**src/cce_src_pkg.sv**
```systemverilog
`default_nettype none

package cce_src_pkg;

  localparam int gpr_width_lp         = 64;
  localparam int num_gpr_lp           = 8;
  localparam int gpr_sel_width_lp     = $clog2(num_gpr_lp);
  localparam int paddr_width_lp       = 40;
  localparam int num_lce_lp           = 8;
  localparam int lce_id_width_lp      = 4;
  localparam int lg_num_lce_lp        = $clog2(num_lce_lp);
  localparam int lce_assoc_lp         = 8;
  localparam int way_width_lp         = $clog2(lce_assoc_lp);
  localparam int num_cce_lp           = 2;
  localparam int cce_id_width_lp      = $clog2(num_cce_lp);
  localparam int num_way_groups_lp    = 64;
  localparam int lg_num_way_groups_lp = $clog2(num_way_groups_lp);
  localparam int coh_state_width_lp   = 3;
  localparam int num_flags_lp         = 13;

  typedef enum logic [coh_state_width_lp-1:0] {
    e_coh_i = 3'b000, e_coh_s = 3'b001, e_coh_e = 3'b010,
    e_coh_f = 3'b011, e_coh_m = 3'b110, e_coh_o = 3'b111
  } coh_state_e;

  // flag position in mshr_s.flags
  typedef enum logic [3:0] {
    e_flag_rqf, e_flag_ucf, e_flag_nerf, e_flag_nwbf, e_flag_pf, e_flag_sf, e_flag_csf,
    e_flag_cef, e_flag_cmf, e_flag_cof, e_flag_cff, e_flag_rf, e_flag_uf
  } flag_e;

  typedef enum logic [2:0] {
    e_src_sel_gpr, e_src_sel_flag, e_src_sel_special, e_src_sel_param,
    e_src_sel_queue, e_src_sel_imm, e_src_sel_zero
  } src_sel_e;

  typedef enum logic [3:0] {
    e_spec_req_lce, e_spec_req_addr, e_spec_req_way, e_spec_lru_addr, e_spec_lru_way,
    e_spec_owner_lce, e_spec_owner_way, e_spec_next_coh_state, e_spec_flags,
    e_spec_lru_coh_state, e_spec_owner_coh_state, e_spec_sharers_hit,
    e_spec_sharers_way, e_spec_sharers_state
  } special_opd_e;

  typedef enum logic [2:0] {
    e_param_cce_id, e_param_num_lce, e_param_num_cce, e_param_num_wg,
    e_param_auto_fwd_msg, e_param_coh_state_default
  } param_opd_e;

  typedef enum logic [3:0] {
    e_q_mem_resp_v, e_q_lce_resp_v, e_q_lce_req_v, e_q_lce_resp_type,
    e_q_mem_resp_type, e_q_lce_resp_data, e_q_mem_resp_data, e_q_lce_req_data
  } queue_opd_e;

  // gpr index, flag_e, or one of the operand enums, by source group
  typedef logic [3:0] src_opd_t;

  typedef enum logic [3:0] {
    e_addr_r0, e_addr_r1, e_addr_r2, e_addr_r3, e_addr_r4, e_addr_r5, e_addr_r6, e_addr_r7,
    e_addr_mshr_req, e_addr_mshr_lru, e_addr_lce_req, e_addr_lce_resp, e_addr_mem_resp,
    e_addr_zero
  } addr_sel_e;

  typedef enum logic [3:0] {
    e_lce_r0, e_lce_r1, e_lce_r2, e_lce_r3, e_lce_r4, e_lce_r5, e_lce_r6, e_lce_r7,
    e_lce_mshr_req, e_lce_mshr_owner, e_lce_lce_req, e_lce_lce_resp, e_lce_mem_resp,
    e_lce_zero
  } lce_sel_e;

  typedef enum logic [3:0] {
    e_way_r0, e_way_r1, e_way_r2, e_way_r3, e_way_r4, e_way_r5, e_way_r6, e_way_r7,
    e_way_mshr_req, e_way_mshr_owner, e_way_mshr_lru, e_way_sh_way, e_way_zero
  } way_sel_e;

  typedef enum logic [3:0] {
    e_coh_sel_r0, e_coh_sel_r1, e_coh_sel_r2, e_coh_sel_r3,
    e_coh_sel_r4, e_coh_sel_r5, e_coh_sel_r6, e_coh_sel_r7,
    e_coh_sel_next_coh_state, e_coh_sel_lru_coh_state, e_coh_sel_sharer_state,
    e_coh_sel_owner_coh_state, e_coh_sel_inst_imm
  } coh_sel_e;

  typedef logic [num_gpr_lp-1:0][gpr_width_lp-1:0] gpr_file_t;

  typedef struct packed {
    logic [paddr_width_lp-1:0]  paddr;
    logic [paddr_width_lp-1:0]  lru_paddr;
    logic [lce_id_width_lp-1:0] lce_id;
    logic [way_width_lp-1:0]    way_id;
    logic [lce_id_width_lp-1:0] owner_lce_id;
    logic [way_width_lp-1:0]    owner_way_id;
    logic [way_width_lp-1:0]    lru_way_id;
    coh_state_e                 next_coh_state;
    coh_state_e                 lru_coh_state;
    coh_state_e                 owner_coh_state;
    logic [num_flags_lp-1:0]    flags;
  } mshr_s;

  typedef struct packed {
    logic [paddr_width_lp-1:0]  addr;
    logic [3:0]                 msg_type;
    logic [lce_id_width_lp-1:0] src_id;
  } lce_req_hdr_s;

  typedef struct packed {
    logic [paddr_width_lp-1:0]  addr;
    logic [3:0]                 msg_type;
    logic [lce_id_width_lp-1:0] src_id;
  } lce_resp_hdr_s;

  typedef struct packed {
    logic [paddr_width_lp-1:0]  addr;
    logic [3:0]                 msg_type;
    logic [lce_id_width_lp-1:0] lce_id;
  } mem_resp_hdr_s;

  typedef struct packed {
    logic                    lce_req_v;
    logic                    lce_resp_v;
    logic                    mem_resp_v;
    lce_req_hdr_s            lce_req;
    lce_resp_hdr_s           lce_resp;
    mem_resp_hdr_s           mem_resp;
    logic [gpr_width_lp-1:0] lce_req_data;
    logic [gpr_width_lp-1:0] lce_resp_data;
    logic [gpr_width_lp-1:0] mem_resp_data;
  } queue_s;

  typedef struct packed {
    logic [num_lce_lp-1:0]                   hits;
    logic [num_lce_lp-1:0][way_width_lp-1:0] ways;
    coh_state_e [num_lce_lp-1:0]             states;
  } sharers_s;

  typedef struct packed {
    src_sel_e                src_a_sel;
    src_opd_t                src_a;
    src_sel_e                src_b_sel;
    src_opd_t                src_b;
    addr_sel_e               addr_sel;
    lce_sel_e                lce_sel;
    way_sel_e                way_sel;
    way_sel_e                lru_way_sel;
    coh_sel_e                coh_sel;
    logic [gpr_width_lp-1:0] imm;
  } inst_sel_s;

endpackage

`default_nettype wire
```
**src/cce_src_sel.sv**
```systemverilog
`timescale 1ns/1ps
`default_nettype none

module cce_src_sel (
  input  cce_src_pkg::inst_sel_s                      inst_i
  , input  cce_src_pkg::gpr_file_t                    gpr_i
  , input  cce_src_pkg::mshr_s                        mshr_i
  , input  cce_src_pkg::queue_s                       queue_i
  , input  cce_src_pkg::sharers_s                     sharers_i
  , input  logic [cce_src_pkg::cce_id_width_lp-1:0]   cce_id_i
  , input  logic                                      auto_fwd_msg_i
  , input  cce_src_pkg::coh_state_e                   coh_state_default_i
  , output logic [cce_src_pkg::gpr_width_lp-1:0]      src_a_o
  , output logic [cce_src_pkg::gpr_width_lp-1:0]      src_b_o
  , output logic [cce_src_pkg::paddr_width_lp-1:0]    addr_o
  , output logic                                      addr_bypass_o
  , output logic [cce_src_pkg::lce_id_width_lp-1:0]   lce_o
  , output logic [cce_src_pkg::way_width_lp-1:0]      way_o
  , output logic [cce_src_pkg::way_width_lp-1:0]      lru_way_o
  , output cce_src_pkg::coh_state_e                   state_o
);

  // src_a reads sharers through the gpr named by src_b
  cce_operand_sel #(.sharers_en_p(1'b1)) u_src_a (
    .sel_i               (inst_i.src_a_sel)
    , .opd_i             (inst_i.src_a)
    , .sharer_opd_i      (inst_i.src_b)
    , .imm_i             (inst_i.imm)
    , .gpr_i             (gpr_i)
    , .mshr_i            (mshr_i)
    , .queue_i           (queue_i)
    , .sharers_i         (sharers_i)
    , .cce_id_i          (cce_id_i)
    , .auto_fwd_msg_i    (auto_fwd_msg_i)
    , .coh_state_default_i (coh_state_default_i)
    , .opd_o             (src_a_o)
  );

  // no sharer reads on src_b
  cce_operand_sel #(.sharers_en_p(1'b0)) u_src_b (
    .sel_i               (inst_i.src_b_sel)
    , .opd_i             (inst_i.src_b)
    , .sharer_opd_i      (inst_i.src_a)
    , .imm_i             (inst_i.imm)
    , .gpr_i             (gpr_i)
    , .mshr_i            (mshr_i)
    , .queue_i           (queue_i)
    , .sharers_i         (sharers_i)
    , .cce_id_i          (cce_id_i)
    , .auto_fwd_msg_i    (auto_fwd_msg_i)
    , .coh_state_default_i (coh_state_default_i)
    , .opd_o             (src_b_o)
  );

  cce_addr_sel u_addr (
    .sel_i           (inst_i.addr_sel)
    , .gpr_i         (gpr_i)
    , .mshr_i        (mshr_i)
    , .queue_i       (queue_i)
    , .addr_o        (addr_o)
    , .addr_bypass_o (addr_bypass_o)
  );

  cce_lce_sel u_lce (
    .sel_i     (inst_i.lce_sel)
    , .gpr_i   (gpr_i)
    , .mshr_i  (mshr_i)
    , .queue_i (queue_i)
    , .lce_o   (lce_o)
  );

  cce_way_sel u_way (
    .sel_i          (inst_i.way_sel)
    , .sharer_opd_i (inst_i.src_a)
    , .gpr_i        (gpr_i)
    , .mshr_i       (mshr_i)
    , .sharers_i    (sharers_i)
    , .way_o        (way_o)
  );

  cce_way_sel u_lru_way (
    .sel_i          (inst_i.lru_way_sel)
    , .sharer_opd_i (inst_i.src_a)
    , .gpr_i        (gpr_i)
    , .mshr_i       (mshr_i)
    , .sharers_i    (sharers_i)
    , .way_o        (lru_way_o)
  );

  cce_coh_state_sel u_state (
    .sel_i          (inst_i.coh_sel)
    , .sharer_opd_i (inst_i.src_a)
    , .imm_i        (inst_i.imm)
    , .gpr_i        (gpr_i)
    , .mshr_i       (mshr_i)
    , .sharers_i    (sharers_i)
    , .state_o      (state_o)
  );

endmodule

`default_nettype wire

```
**src/cce_coh_state_sel.sv**
```systemverilog
`timescale 1ns/1ps
`default_nettype none

module cce_coh_state_sel (
  input  cce_src_pkg::coh_sel_e                   sel_i
  , input  cce_src_pkg::src_opd_t                 sharer_opd_i
  , input  logic [cce_src_pkg::gpr_width_lp-1:0]  imm_i
  , input  cce_src_pkg::gpr_file_t                gpr_i
  , input  cce_src_pkg::mshr_s                    mshr_i
  , input  cce_src_pkg::sharers_s                 sharers_i
  , output cce_src_pkg::coh_state_e               state_o
);

  logic [cce_src_pkg::lg_num_lce_lp-1:0] sh_idx;

  assign sh_idx =
    gpr_i[sharer_opd_i[cce_src_pkg::gpr_sel_width_lp-1:0]][cce_src_pkg::lg_num_lce_lp-1:0];

  always_comb begin
    unique case (sel_i)
      cce_src_pkg::e_coh_sel_r0, cce_src_pkg::e_coh_sel_r1,
      cce_src_pkg::e_coh_sel_r2, cce_src_pkg::e_coh_sel_r3,
      cce_src_pkg::e_coh_sel_r4, cce_src_pkg::e_coh_sel_r5,
      cce_src_pkg::e_coh_sel_r6, cce_src_pkg::e_coh_sel_r7:
        state_o = cce_src_pkg::coh_state_e'(
          gpr_i[sel_i[cce_src_pkg::gpr_sel_width_lp-1:0]][cce_src_pkg::coh_state_width_lp-1:0]);
      cce_src_pkg::e_coh_sel_next_coh_state:  state_o = mshr_i.next_coh_state;
      cce_src_pkg::e_coh_sel_lru_coh_state:   state_o = mshr_i.lru_coh_state;
      cce_src_pkg::e_coh_sel_sharer_state:    state_o = sharers_i.states[sh_idx];
      cce_src_pkg::e_coh_sel_owner_coh_state: state_o = mshr_i.owner_coh_state;
      cce_src_pkg::e_coh_sel_inst_imm:
        state_o = cce_src_pkg::coh_state_e'(imm_i[cce_src_pkg::coh_state_width_lp-1:0]);
      // invalid is the safe state
      default: state_o = cce_src_pkg::e_coh_i;
    endcase
  end

endmodule

`default_nettype wire

```
**src/cce_way_sel.sv**
```systemverilog
`timescale 1ns/1ps
`default_nettype none

module cce_way_sel (
  input  cce_src_pkg::way_sel_e                   sel_i
  , input  cce_src_pkg::src_opd_t                 sharer_opd_i
  , input  cce_src_pkg::gpr_file_t                gpr_i
  , input  cce_src_pkg::mshr_s                    mshr_i
  , input  cce_src_pkg::sharers_s                 sharers_i
  , output logic [cce_src_pkg::way_width_lp-1:0]  way_o
);

  logic [cce_src_pkg::lg_num_lce_lp-1:0] sh_idx;

  assign sh_idx =
    gpr_i[sharer_opd_i[cce_src_pkg::gpr_sel_width_lp-1:0]][cce_src_pkg::lg_num_lce_lp-1:0];

  always_comb begin
    unique case (sel_i)
      cce_src_pkg::e_way_r0, cce_src_pkg::e_way_r1,
      cce_src_pkg::e_way_r2, cce_src_pkg::e_way_r3,
      cce_src_pkg::e_way_r4, cce_src_pkg::e_way_r5,
      cce_src_pkg::e_way_r6, cce_src_pkg::e_way_r7:
        way_o = gpr_i[sel_i[cce_src_pkg::gpr_sel_width_lp-1:0]][cce_src_pkg::way_width_lp-1:0];
      cce_src_pkg::e_way_mshr_req:   way_o = mshr_i.way_id;
      cce_src_pkg::e_way_mshr_owner: way_o = mshr_i.owner_way_id;
      cce_src_pkg::e_way_mshr_lru:   way_o = mshr_i.lru_way_id;
      // way held by the sharer a gpr points at
      cce_src_pkg::e_way_sh_way:     way_o = sharers_i.ways[sh_idx];
      default: way_o = '0;
    endcase
  end

endmodule

`default_nettype wire

```
**src/cce_lce_sel.sv**
```systemverilog
`timescale 1ns/1ps
`default_nettype none

module cce_lce_sel (
  input  cce_src_pkg::lce_sel_e                      sel_i
  , input  cce_src_pkg::gpr_file_t                   gpr_i
  , input  cce_src_pkg::mshr_s                       mshr_i
  , input  cce_src_pkg::queue_s                      queue_i
  , output logic [cce_src_pkg::lce_id_width_lp-1:0]  lce_o
);

  always_comb begin
    unique case (sel_i)
      cce_src_pkg::e_lce_r0, cce_src_pkg::e_lce_r1,
      cce_src_pkg::e_lce_r2, cce_src_pkg::e_lce_r3,
      cce_src_pkg::e_lce_r4, cce_src_pkg::e_lce_r5,
      cce_src_pkg::e_lce_r6, cce_src_pkg::e_lce_r7:
        lce_o = gpr_i[sel_i[cce_src_pkg::gpr_sel_width_lp-1:0]][cce_src_pkg::lce_id_width_lp-1:0];
      cce_src_pkg::e_lce_mshr_req:   lce_o = mshr_i.lce_id;
      cce_src_pkg::e_lce_mshr_owner: lce_o = mshr_i.owner_lce_id;
      // requesting lce of each message
      cce_src_pkg::e_lce_lce_req:    lce_o = queue_i.lce_req.src_id;
      cce_src_pkg::e_lce_lce_resp:   lce_o = queue_i.lce_resp.src_id;
      cce_src_pkg::e_lce_mem_resp:   lce_o = queue_i.mem_resp.lce_id;
      default: lce_o = '0;
    endcase
  end

endmodule

`default_nettype wire

```
**src/cce_addr_sel.sv**
```systemverilog
`timescale 1ns/1ps
`default_nettype none

module cce_addr_sel (
  input  cce_src_pkg::addr_sel_e                    sel_i
  , input  cce_src_pkg::gpr_file_t                  gpr_i
  , input  cce_src_pkg::mshr_s                      mshr_i
  , input  cce_src_pkg::queue_s                     queue_i
  , output logic [cce_src_pkg::paddr_width_lp-1:0]  addr_o
  , output logic                                    addr_bypass_o
);

  always_comb begin
    unique case (sel_i)
      cce_src_pkg::e_addr_r0, cce_src_pkg::e_addr_r1,
      cce_src_pkg::e_addr_r2, cce_src_pkg::e_addr_r3,
      cce_src_pkg::e_addr_r4, cce_src_pkg::e_addr_r5,
      cce_src_pkg::e_addr_r6, cce_src_pkg::e_addr_r7:
        addr_o = gpr_i[sel_i[cce_src_pkg::gpr_sel_width_lp-1:0]][cce_src_pkg::paddr_width_lp-1:0];
      cce_src_pkg::e_addr_mshr_req: addr_o = mshr_i.paddr;
      cce_src_pkg::e_addr_mshr_lru: addr_o = mshr_i.lru_paddr;
      cce_src_pkg::e_addr_lce_req:  addr_o = queue_i.lce_req.addr;
      cce_src_pkg::e_addr_lce_resp: addr_o = queue_i.lce_resp.addr;
      cce_src_pkg::e_addr_mem_resp: addr_o = queue_i.mem_resp.addr;
      default: addr_o = '0;
    endcase
  end

  // directory lookup can skip the pipeline for register or constant sources
  always_comb begin
    unique case (sel_i)
      cce_src_pkg::e_addr_r0, cce_src_pkg::e_addr_r1,
      cce_src_pkg::e_addr_r2, cce_src_pkg::e_addr_r3,
      cce_src_pkg::e_addr_r4, cce_src_pkg::e_addr_r5,
      cce_src_pkg::e_addr_r6, cce_src_pkg::e_addr_r7,
      cce_src_pkg::e_addr_zero:
        addr_bypass_o = 1'b1;
      default: addr_bypass_o = 1'b0;
    endcase
  end

endmodule

`default_nettype wire

```
**src/cce_operand_sel.sv**
```systemverilog
`timescale 1ns/1ps
`default_nettype none

module cce_operand_sel #(
  parameter bit sharers_en_p = 1'b1
) (
  input  cce_src_pkg::src_sel_e                       sel_i
  , input  cce_src_pkg::src_opd_t                     opd_i
  , input  cce_src_pkg::src_opd_t                     sharer_opd_i
  , input  logic [cce_src_pkg::gpr_width_lp-1:0]      imm_i
  , input  cce_src_pkg::gpr_file_t                    gpr_i
  , input  cce_src_pkg::mshr_s                        mshr_i
  , input  cce_src_pkg::queue_s                       queue_i
  , input  cce_src_pkg::sharers_s                     sharers_i
  , input  logic [cce_src_pkg::cce_id_width_lp-1:0]   cce_id_i
  , input  logic                                      auto_fwd_msg_i
  , input  cce_src_pkg::coh_state_e                   coh_state_default_i
  , output logic [cce_src_pkg::gpr_width_lp-1:0]      opd_o
);

  logic [cce_src_pkg::lg_num_lce_lp-1:0] sh_idx;

  // sharer picked by the low bits of a gpr
  assign sh_idx =
    gpr_i[sharer_opd_i[cce_src_pkg::gpr_sel_width_lp-1:0]][cce_src_pkg::lg_num_lce_lp-1:0];

  always_comb begin
    opd_o = '0;
    unique case (sel_i)
      cce_src_pkg::e_src_sel_gpr:
        opd_o = gpr_i[opd_i[cce_src_pkg::gpr_sel_width_lp-1:0]];
      cce_src_pkg::e_src_sel_flag: begin
        if (opd_i <= cce_src_pkg::e_flag_uf)
          opd_o[0] = mshr_i.flags[opd_i];
      end
      cce_src_pkg::e_src_sel_special: begin
        unique case (cce_src_pkg::special_opd_e'(opd_i))
          cce_src_pkg::e_spec_req_lce:         opd_o[3:0] = mshr_i.lce_id;
          cce_src_pkg::e_spec_req_addr:        opd_o[39:0] = mshr_i.paddr;
          cce_src_pkg::e_spec_req_way:         opd_o[2:0] = mshr_i.way_id;
          cce_src_pkg::e_spec_lru_addr:        opd_o[39:0] = mshr_i.lru_paddr;
          cce_src_pkg::e_spec_lru_way:         opd_o[2:0] = mshr_i.lru_way_id;
          cce_src_pkg::e_spec_owner_lce:       opd_o[3:0] = mshr_i.owner_lce_id;
          cce_src_pkg::e_spec_owner_way:       opd_o[2:0] = mshr_i.owner_way_id;
          cce_src_pkg::e_spec_next_coh_state:  opd_o[2:0] = mshr_i.next_coh_state;
          cce_src_pkg::e_spec_lru_coh_state:   opd_o[2:0] = mshr_i.lru_coh_state;
          cce_src_pkg::e_spec_owner_coh_state: opd_o[2:0] = mshr_i.owner_coh_state;
          // immediate works as a flag mask
          cce_src_pkg::e_spec_flags:
            opd_o[cce_src_pkg::num_flags_lp-1:0] =
              mshr_i.flags & imm_i[cce_src_pkg::num_flags_lp-1:0];
          cce_src_pkg::e_spec_sharers_hit:
            opd_o[0] = sharers_en_p & sharers_i.hits[sh_idx];
          cce_src_pkg::e_spec_sharers_way: begin
            if (sharers_en_p)
              opd_o[cce_src_pkg::way_width_lp-1:0] = sharers_i.ways[sh_idx];
          end
          cce_src_pkg::e_spec_sharers_state: begin
            if (sharers_en_p)
              opd_o[cce_src_pkg::coh_state_width_lp-1:0] = sharers_i.states[sh_idx];
          end
          default: opd_o = '0;
        endcase
      end
      cce_src_pkg::e_src_sel_param: begin
        unique case (cce_src_pkg::param_opd_e'(opd_i[2:0]))
          cce_src_pkg::e_param_cce_id:
            opd_o[cce_src_pkg::cce_id_width_lp-1:0] = cce_id_i;
          cce_src_pkg::e_param_num_lce:
            opd_o[cce_src_pkg::lce_id_width_lp-1:0] =
              cce_src_pkg::lce_id_width_lp'(cce_src_pkg::num_lce_lp);
          cce_src_pkg::e_param_num_cce:
            opd_o[cce_src_pkg::cce_id_width_lp:0] =
              (cce_src_pkg::cce_id_width_lp+1)'(cce_src_pkg::num_cce_lp);
          // one extra bit so the count itself fits
          cce_src_pkg::e_param_num_wg:
            opd_o[cce_src_pkg::lg_num_way_groups_lp:0] =
              (cce_src_pkg::lg_num_way_groups_lp+1)'(cce_src_pkg::num_way_groups_lp);
          cce_src_pkg::e_param_auto_fwd_msg:      opd_o[0] = auto_fwd_msg_i;
          cce_src_pkg::e_param_coh_state_default: opd_o[2:0] = coh_state_default_i;
          default: opd_o = '0;
        endcase
      end
      cce_src_pkg::e_src_sel_queue: begin
        unique case (cce_src_pkg::queue_opd_e'(opd_i))
          cce_src_pkg::e_q_mem_resp_v:    opd_o[0] = queue_i.mem_resp_v;
          cce_src_pkg::e_q_lce_resp_v:    opd_o[0] = queue_i.lce_resp_v;
          cce_src_pkg::e_q_lce_req_v:     opd_o[0] = queue_i.lce_req_v;
          cce_src_pkg::e_q_lce_resp_type: opd_o[3:0] = queue_i.lce_resp.msg_type;
          cce_src_pkg::e_q_mem_resp_type: opd_o[3:0] = queue_i.mem_resp.msg_type;
          cce_src_pkg::e_q_lce_resp_data: opd_o = queue_i.lce_resp_data;
          cce_src_pkg::e_q_mem_resp_data: opd_o = queue_i.mem_resp_data;
          cce_src_pkg::e_q_lce_req_data:  opd_o = queue_i.lce_req_data;
          default: opd_o = '0;
        endcase
      end
      cce_src_pkg::e_src_sel_imm:  opd_o = imm_i;
      cce_src_pkg::e_src_sel_zero: opd_o = '0;
      default: opd_o = '0;
    endcase
  end

endmodule

`default_nettype wire

```
**config.mk**
```make
export PLATFORM = sky130hd
export DESIGN_NAME = cce_src_sel
export DESIGN_NICKNAME = d
export VERILOG_FILES = /design/src/cce_src_pkg.sv /design/src/cce_src_sel.sv /design/src/cce_coh_state_sel.sv /design/src/cce_way_sel.sv /design/src/cce_lce_sel.sv /design/src/cce_addr_sel.sv /design/src/cce_operand_sel.sv
export SDC_FILE = /design/constraint.sdc
export NUM_CORES = 1
export LEC_CHECK = 0
export BUFFER_PORTS_ARGS = -buffer_cell sky130_fd_sc_hd__buf_4
export CORE_AREA = 2 2 505 507
export DETAILED_ROUTE_END_ITERATION = 12
export DIE_AREA = 0 0 507 509
export PLACE_DENSITY = 0.35
export SLEW_MARGIN = 20
export SYNTH_ARGS = -nofsm -noshare
export SYNTH_HDL_FRONTEND = slang
export SYNTH_HIERARCHICAL = 1
export SYNTH_SLANG_ARGS = --single-unit
```
**constraint.sdc**
```tcl
create_clock -name vclk -period 5.1
set_input_delay 1.02 -clock vclk [all_inputs]
set_output_delay 1.02 -clock vclk [all_outputs]
set_load 0.005 [all_outputs]
```
==> results list, run 1 <==
- The flow ran to the end, and the final reports show no timing, DRC or antenna violations.
- Fraction of layout cells with a size suffix above 1: 0.5875
- Yosys warning total: 6
- Sort of element at the start of the critical path: input port
* Starting density of the core: 0.08412
- The smallest clock period supported by the final layout is computed as 4.654 ns.
- Floorplan die area: 258100 um^2
- The analysis attributes to cell leakage a power of 13.86 nW.
- Router iterations before antenna repair: 11
* Area used by sequential logic in the layout: 0 um^2
- The synthesized netlist contains 75 unique library cells.
- Category of the critical setup timing path: in2out
- Headroom to the max-slew limit came out at 0.3708.
- Detailed placer's ending HPWL: 248100 um
- For this design, the slowest cell found on the critical path is mux4_2.
- The via count of the first global-routing pass came to 29913.
- The share of total power dissipated in sequential elements is 0.
* Longest individual stage delay on the worst path: 0.55 ns
* Post-CTS setup buffer count: 0
* Total nets after synthesis: 3257
- Number of hold buffers added after cts: 0
- The tool flagged a number of max-cap violations equal to 0.
- Launching instance or port of the critical path: inst_i[91]
- After detailed routing, the average wire length per cell comes to 42.65 um.
* Total wirelength of the detailed-routed design: 287500 um
- Setup violations remaining at the end of the flow were counted as 0.
- Largest area contributor in the netlist: mux4_2
- Across the VDD grid, the largest voltage drop is 0.03367 mV.
- Cell seen most often among critical-path stages: buf_4
* Number of vias per cell: 4.458
- Via count: 30047
- Derived from the worst setup path, the maximum achievable clock frequency is 214.9 MHz.
- Setup slack on the critical path of the routed design comes to 0.4459 ns.
* Startpoint of the lowest-slack hold path: inst_i[62]
- Number of remaining DRC errors: 0
- The critical path goes through buf_8, buf_12, buf_4, mux4_2, mux2i_1, o221ai_1, buf_4.
- In the finished design the tool counted flip-flops and latches totalling 0.
- Place WS: 0.3506 ns
- In this run the worst hold path is classified as in2out.
* Tightest Pin Transition: 0.9395 ns
* Global route total overflow: 0
- The floorplan step set the die width to 507 um.
- For this run, the total global-route usage over all layers was measured as 0.2112.
- Summed over all nets, the switching power comes to 1.930 mW.
- Proportion of power drawn by combinational gates: 1.000
* Category of the worst setup path capture point: primary output
- Of all nets on the critical path, the largest fanout is 46.
- Number of rows in the core area: 185
* Antenna-violating nets left: 0
- 1311 I/O pins were placed.
- By count the netlist is led by mux4_2 (376), mux2i_1 (273), a22oi_1 (160).
- Drt first-iter violations: 3556
- In the final timing run, aggregate negative setup slack is 0 ns.
- Summing every instance area after synthesis gives 21260 um^2.
- In the synthesized netlist, the number of instances is 2128.
- Number of pins with negative max-slew slack in the final report: 0
- The first global-routing pass estimated 355200 um of wire.
- Cell-internal power: 1.687 mW
- Post-CTS repair changed the size of 0 cells.
* Synth top area share: 0.3983
- Data on the critical path arrives at its endpoint at 3.63 ns.
* Pin count of the biggest net entering global routing: 71
- The net count of the finished layout is 4430.
* Setup repair after global routing missed its margin: false
- Share of total power in the clock network: 0
- Synth area leaders: mux4_2 (40%), mux2i_1 (13%), a222oi_1 (5.8%)
- The final count of hold timing violations came to 0.
* Per-instance average area after synthesis: 9.991 um^2
- Share of synthesized area occupied by flip-flops and latches: 0
* Most used standard cell by instance count after synthesis: mux4_2
- Clock Buffer Count: 0
- Compared with the post-synthesis result, the final layout area differs by 68.90%.
- Dividing the final minimum period by the clock period gives 0.9126.
- Number of antenna violations at the first check in global routing: 210
- After floorplanning, the core was sized to cover 252800 um^2.
- Data required time of the worst path: 4.08 ns
* Cell area power density: 100.7 nW/um^2
- At the end of routability-driven placement, the weighted congestion stood at 0.9131.
- Vertical die dimension: 509 um
- Of the total power, the share spent switching nets is 0.5336.
- Port buffering added 1307 buffers.
## final timing paths
check,endpoint,cells past startpoint
worst min-delay path,src_a_o[62],4
worst max-delay path,src_a_o[54],7
## power by group through the flow
stage | logic (mW) | clock network, mW | registers (mW)
2_1_floorplan | 1.46 | 0 | 0
3_3_place_gp | 3.64 | 0 | 0
3_5_place_dp | 3.65 | 0 | 0
4_1_cts | 3.66 | 0 | 0
5_1_grt | 3.78 | 0.000000907 | 0
6_report | 3.62 | 0.00000184 | 0
## metrics by stage
step	area [um^2]	utilization	instances	hold slack (ns)	power (mW)
6_report	35910	0.1421	6740	2.356	3.617
5_1_grt	35810	0.1417	6699	2.380	3.778
4_1_cts	35720	0.1413	6665	2.353	3.659
3_5_place_dp	35720	0.1413	6665	2.352	3.651
3_3_place_gp	35720	0.1413	6665	2.358	3.638
2_1_floorplan	21260	-	2128	2.137	1.459
## critical path, delay by kind of cell
family	cells	cell delay [ns]
mux	2	0.86
buf+inv	4	1.33
compound gates	1	0.29
## cells by family after synthesis
kind of cell,share of synthesized area
compound gates,0.2814
simple gates,0.08621
buf+inv,0.07226
mux,0.5601
## placed cells by master, fill, tap and decap left out, drive strengths merged, types with 14 or more instances in the layout
| cell type | count |
|---|---|
| diode | 75 |
| a21oi | 93 |
| buf | 1465 |
| a22oi | 160 |
| nor2b | 22 |
| o221ai | 142 |
| o21ai | 33 |
| a211oi | 15 |
| mux2i | 277 |
| nor2 | 105 |
| inv | 17 |
| mux4 | 378 |
| nand3 | 14 |
| a21o | 18 |
| nand2 | 109 |
| mux2 | 51 |
| and3b | 22 |
| a211o | 17 |
| o22ai | 33 |
| a222oi | 124 |
## metal layers
layer | GRT usage | up-vias | routed length [um]
li1 | - | 11933 | -
met1 | 0.2344 | 15440 | 105800
met2 | 0.3766 | 2141 | 143600
met3 | 0.07987 | 417 | 29190
met4 | 0.05265 | 116 | 8176
met5 | 0 | - | 732
## layout make-up
| cell class | count | area, um^2 |
|---|---|---|
| Antenna cell | 75 | 187.7 |
| Tap cell | 3366 | 4212 |
| Timing Repair Buffer | 1466 | 11540 |
| Fill cell | 28931 | 216900 |
| Multi-Input combinational cell | 1816 | 19900 |
| Inverter | 17 | 68.82 |
No activity file was read; power rests on OpenSTA's default activity.
==> inputs of run 2 (changes only) <==
Settings changed: ABC_AREA set to 1, BUFFER_PORTS_ARGS -buffer_cell sky130_fd_sc_hd__buf_4 to -buffer_cell sky130_fd_sc_hd__buf_2, CORE_AREA 2 2 505 507 to 2 2 511 513, DIE_AREA 0 0 507 509 to 0 0 513 515.
==> run 2 against run 1 <==
Via count up 45%. Combinational power down 3%. Final area down 1.3%. Critical path depth up 2. Non-clock buffer count up 25. Die area up 2.4%. Global-route usage up 2.3 points. Highest routed layer unchanged.
==> results list, run 2 <==
* Run status: completed
- The total wirelength of the detailed-routed design came to 328500 um (+14%).
- Count of cell types in the netlist: 42 (-44%)
- The total number of vias is 43621 (+45%).
- The data required time at the worst endpoint was 4.08 ns (about the same).
- The via count of the first global-routing pass came to 38677 (+29%).
- The number of buffers inserted by hold repair at cts was 0 (unchanged).
- Area of the core region: 258500 um^2 (+2.3%)
- The proportion of layout cells with a drive suffix above 1 was 0.2637 (-0.3237).
- Largest fanout of any net on the critical path: 39 (-15%)
- The overflow left after global routing came to 0 (unchanged).
- The worst ir drop on vdd came to 0.04184 mV (+24%).
- The worst relative slew slack came to 0.01679 (-0.3540).
* Leakage power: 16.99 nW (+23%)
- Vertical die dimension: 515 um (+1.2%)
- Leaving out fill and tap cells, the most frequent cell in the layout is nand2_1.
- The count of clock buffers in the final design was 0 (unchanged).
- The die area is 264200 um^2 (+2.4%).
- The slew at the pin with the worst max-slew slack was 1.469 ns (+0.5299 ns).
* Top post-synthesis cells by count: nand2_1 (2645), nand3_1 (787), a22oi_1 (249)
- Pin count of the biggest net entering global routing: 159 (+120%)
* Routed len/inst: 33.91 um (-20%)
- The critical path goes through buf_2, nand2_1, inv_6, buf_12, nand2_1, nand4_1, o211ai_1, nand4_1, buf_2.
- The number of rows in the core area is 187 (+1.1%).
- The met3 usage in global routing came to 0.1177 (+0.03783).
* Area used by sequential logic in the layout: 0 um^2 (unchanged)
- Yosys warning total: 6 (unchanged)
* Setup repair after global routing missed its margin: false
- Wire length of the first global-routing pass: 410400 um (+16%)
* Synthesized area: 23140 um^2 (+8.8%)
* Most used standard cell by instance count after synthesis: nand2_1
- The maximum cell stage delay along the critical path came to 1.07 ns (+0.52 ns).
* PortBufs: 1307 (unchanged)
* Commonest cells after routing, fill and taps aside: nand2_1 (2645), buf_2 (1255), nand3_1 (787)
* Number of remaining DRC errors: 0 (unchanged)
- The post-place setup slack came to 0.2631 ns (-0.08744 ns).
- The number of buffers inserted to repair setup after CTS is 0 (unchanged).
* Antenna-violating nets left: 0 (unchanged)
* Number of flip-flops and latches: 0 (unchanged)
- The area growth from synthesis to layout is 53.23%.
- The final-report max-slew violation count is 0 (unchanged).
- Final worst setup slack: 0.08256 ns (-0.3634 ns)
- The met2 global-route usage came to 0.3300 (-0.04660).
- I/O pin count: 1311 (unchanged)
* Number of filler instances in the final layout: 31181 (+7.8%)
- The horizontal extent of the die came to 513 um (+1.2%).
* Classification of the worst-slack hold path: in2out
* Number of instances resized during post-cts repair: 0 (unchanged)
- Synth area leaders: nand2_1 (43%), nand3_1 (17%), a22oi_1 (8.1%)
- Final setup vio count: 0 (unchanged)
- Setup_tns: 0 ns (unchanged)
* Weighted congestion reported at the end of routability-driven placement: 0.9968 (+9.2%)
- The via-per-instance ratio came to 4.503 (+1.0%).
* Largest area contributor in the netlist: nand2_1
- Reported max-cap violation count: 0 (unchanged)
- Cell area power density: 98.84 nW/um^2 (-1.9%)
- Critical path data arrival time: 4.00 ns (+0.37 ns)
- Final critical path time including I/O delays and setup: 5.017 ns (+0.3634 ns)
* Final number of hold-violating endpoints: 0 (unchanged)
- Router iterations before antenna repair: 6 (-5)
- Multi-input combinational cell area: 20560 um^2 (+3.3%)
- Upper clock frequency limit: 199.3 MHz (-7.2%)
- The final critical-path share of the clock period was 0.9838 (+0.07125).
- The detailed-placement wirelength estimate came to 280300 um (+13%).
* Net total in the final layout: 7262 (+64%)
- Category of the critical setup timing path: in2out
- Starting density of the core: 0.08950 (+0.005381)
- Post-Syn Instances: 5002 (+140%)
- Drt first-iter violations: 6331 (+78%)
* GRT Max-Usage Layer: met2
- Number of antenna violations at the first check in global routing: 303 (+44%)
* Total nets after synthesis: 6131 (+88%)
- The combined global-route utilization of all metal layers came to 0.2343 (+0.02316).
* Share of synthesized area occupied by flip-flops and latches: 0 (unchanged)
* Fraction of met1 tracks used by global routing: 0.3052 (+0.07081)
- Sort of element at the start of the critical path: input port
- The per-instance average area after synthesis came to 4.626 um^2 (-54%).
* Category of the worst setup path capture point: primary output
- Synth top area share: 0.4291 (+0.03080)
* Slowest CP cell: o211ai_1
-- run 2: final cells by class --
cell class | instances | area share
Multi-Input combinational cell | 4404 | 0.5799
Timing Repair Buffer | 1491 | 0.2627
Inverter | 236 | 0.02636
Antenna cell | 155 | 0.01094
Tap cell | 3402 | 0.1201
-- run 2: worst paths after layout --
| path | startpoint | endpoint | slack (ns) | depth (start not counted) |
|---|---|---|---|---|
| worst max-delay path | inst_i[91] | src_a_o[25] | 0.08 | 9 |
| worst min-delay path | inst_i[62] | src_a_o[62] | 2.37 | 4 |
-- run 2: logic make-up (layout without fill, tap and decap cells) --
| logic type | count (synthesis) | after routing | synth area share |
|---|---|---|---|
| AOI/OAI and AO/OA | 520 | 520 | 0.1645 |
| buffers and inverters | 598 | 1727 | 0.1173 |
| and+or+nand+nor | 3884 | 3884 | 0.7182 |
| other | 0 | 155 | 0 |
-- run 2: worst max-delay path, delay by kind of cell --
family,cells,cell delay [ns]
AO/OA/AOI/OAI,1,1.07
AND/OR/NAND/NOR,4,0.96
buffers and inverters,4,0.78
-- run 2: metal layers --
metal  wire (um)  vias to the layer above
li1            -                    19166
met1      137200                    20597
met2      130900                     3127
met3       47050                      559
met4       12290                      172
met5        1096                        -
-- run 2: power breakdown --
group / switching (mW) / total, mW / internal, mW
sequential: 0 / 0 / 0
combinational: 2.40 / 3.50 / 1.10
clock: 0 / 0.00000329 / 0.00000329
-- run 2: metrics by stage --
step	power (mW)	hold WS (ns)	util	instance area, um^2	cells
4_1_cts	3.444	2.370	0.1356	35070	9533
2_1_floorplan	1.295	2.111	-	23140	5002
3_5_place_dp	3.437	2.370	0.1356	35070	9533
5_1_grt	3.699	2.399	0.1365	35290	9623
3_3_place_gp	3.444	2.358	0.1356	35060	9533
6_report	3.504	2.368	0.1371	35450	9688
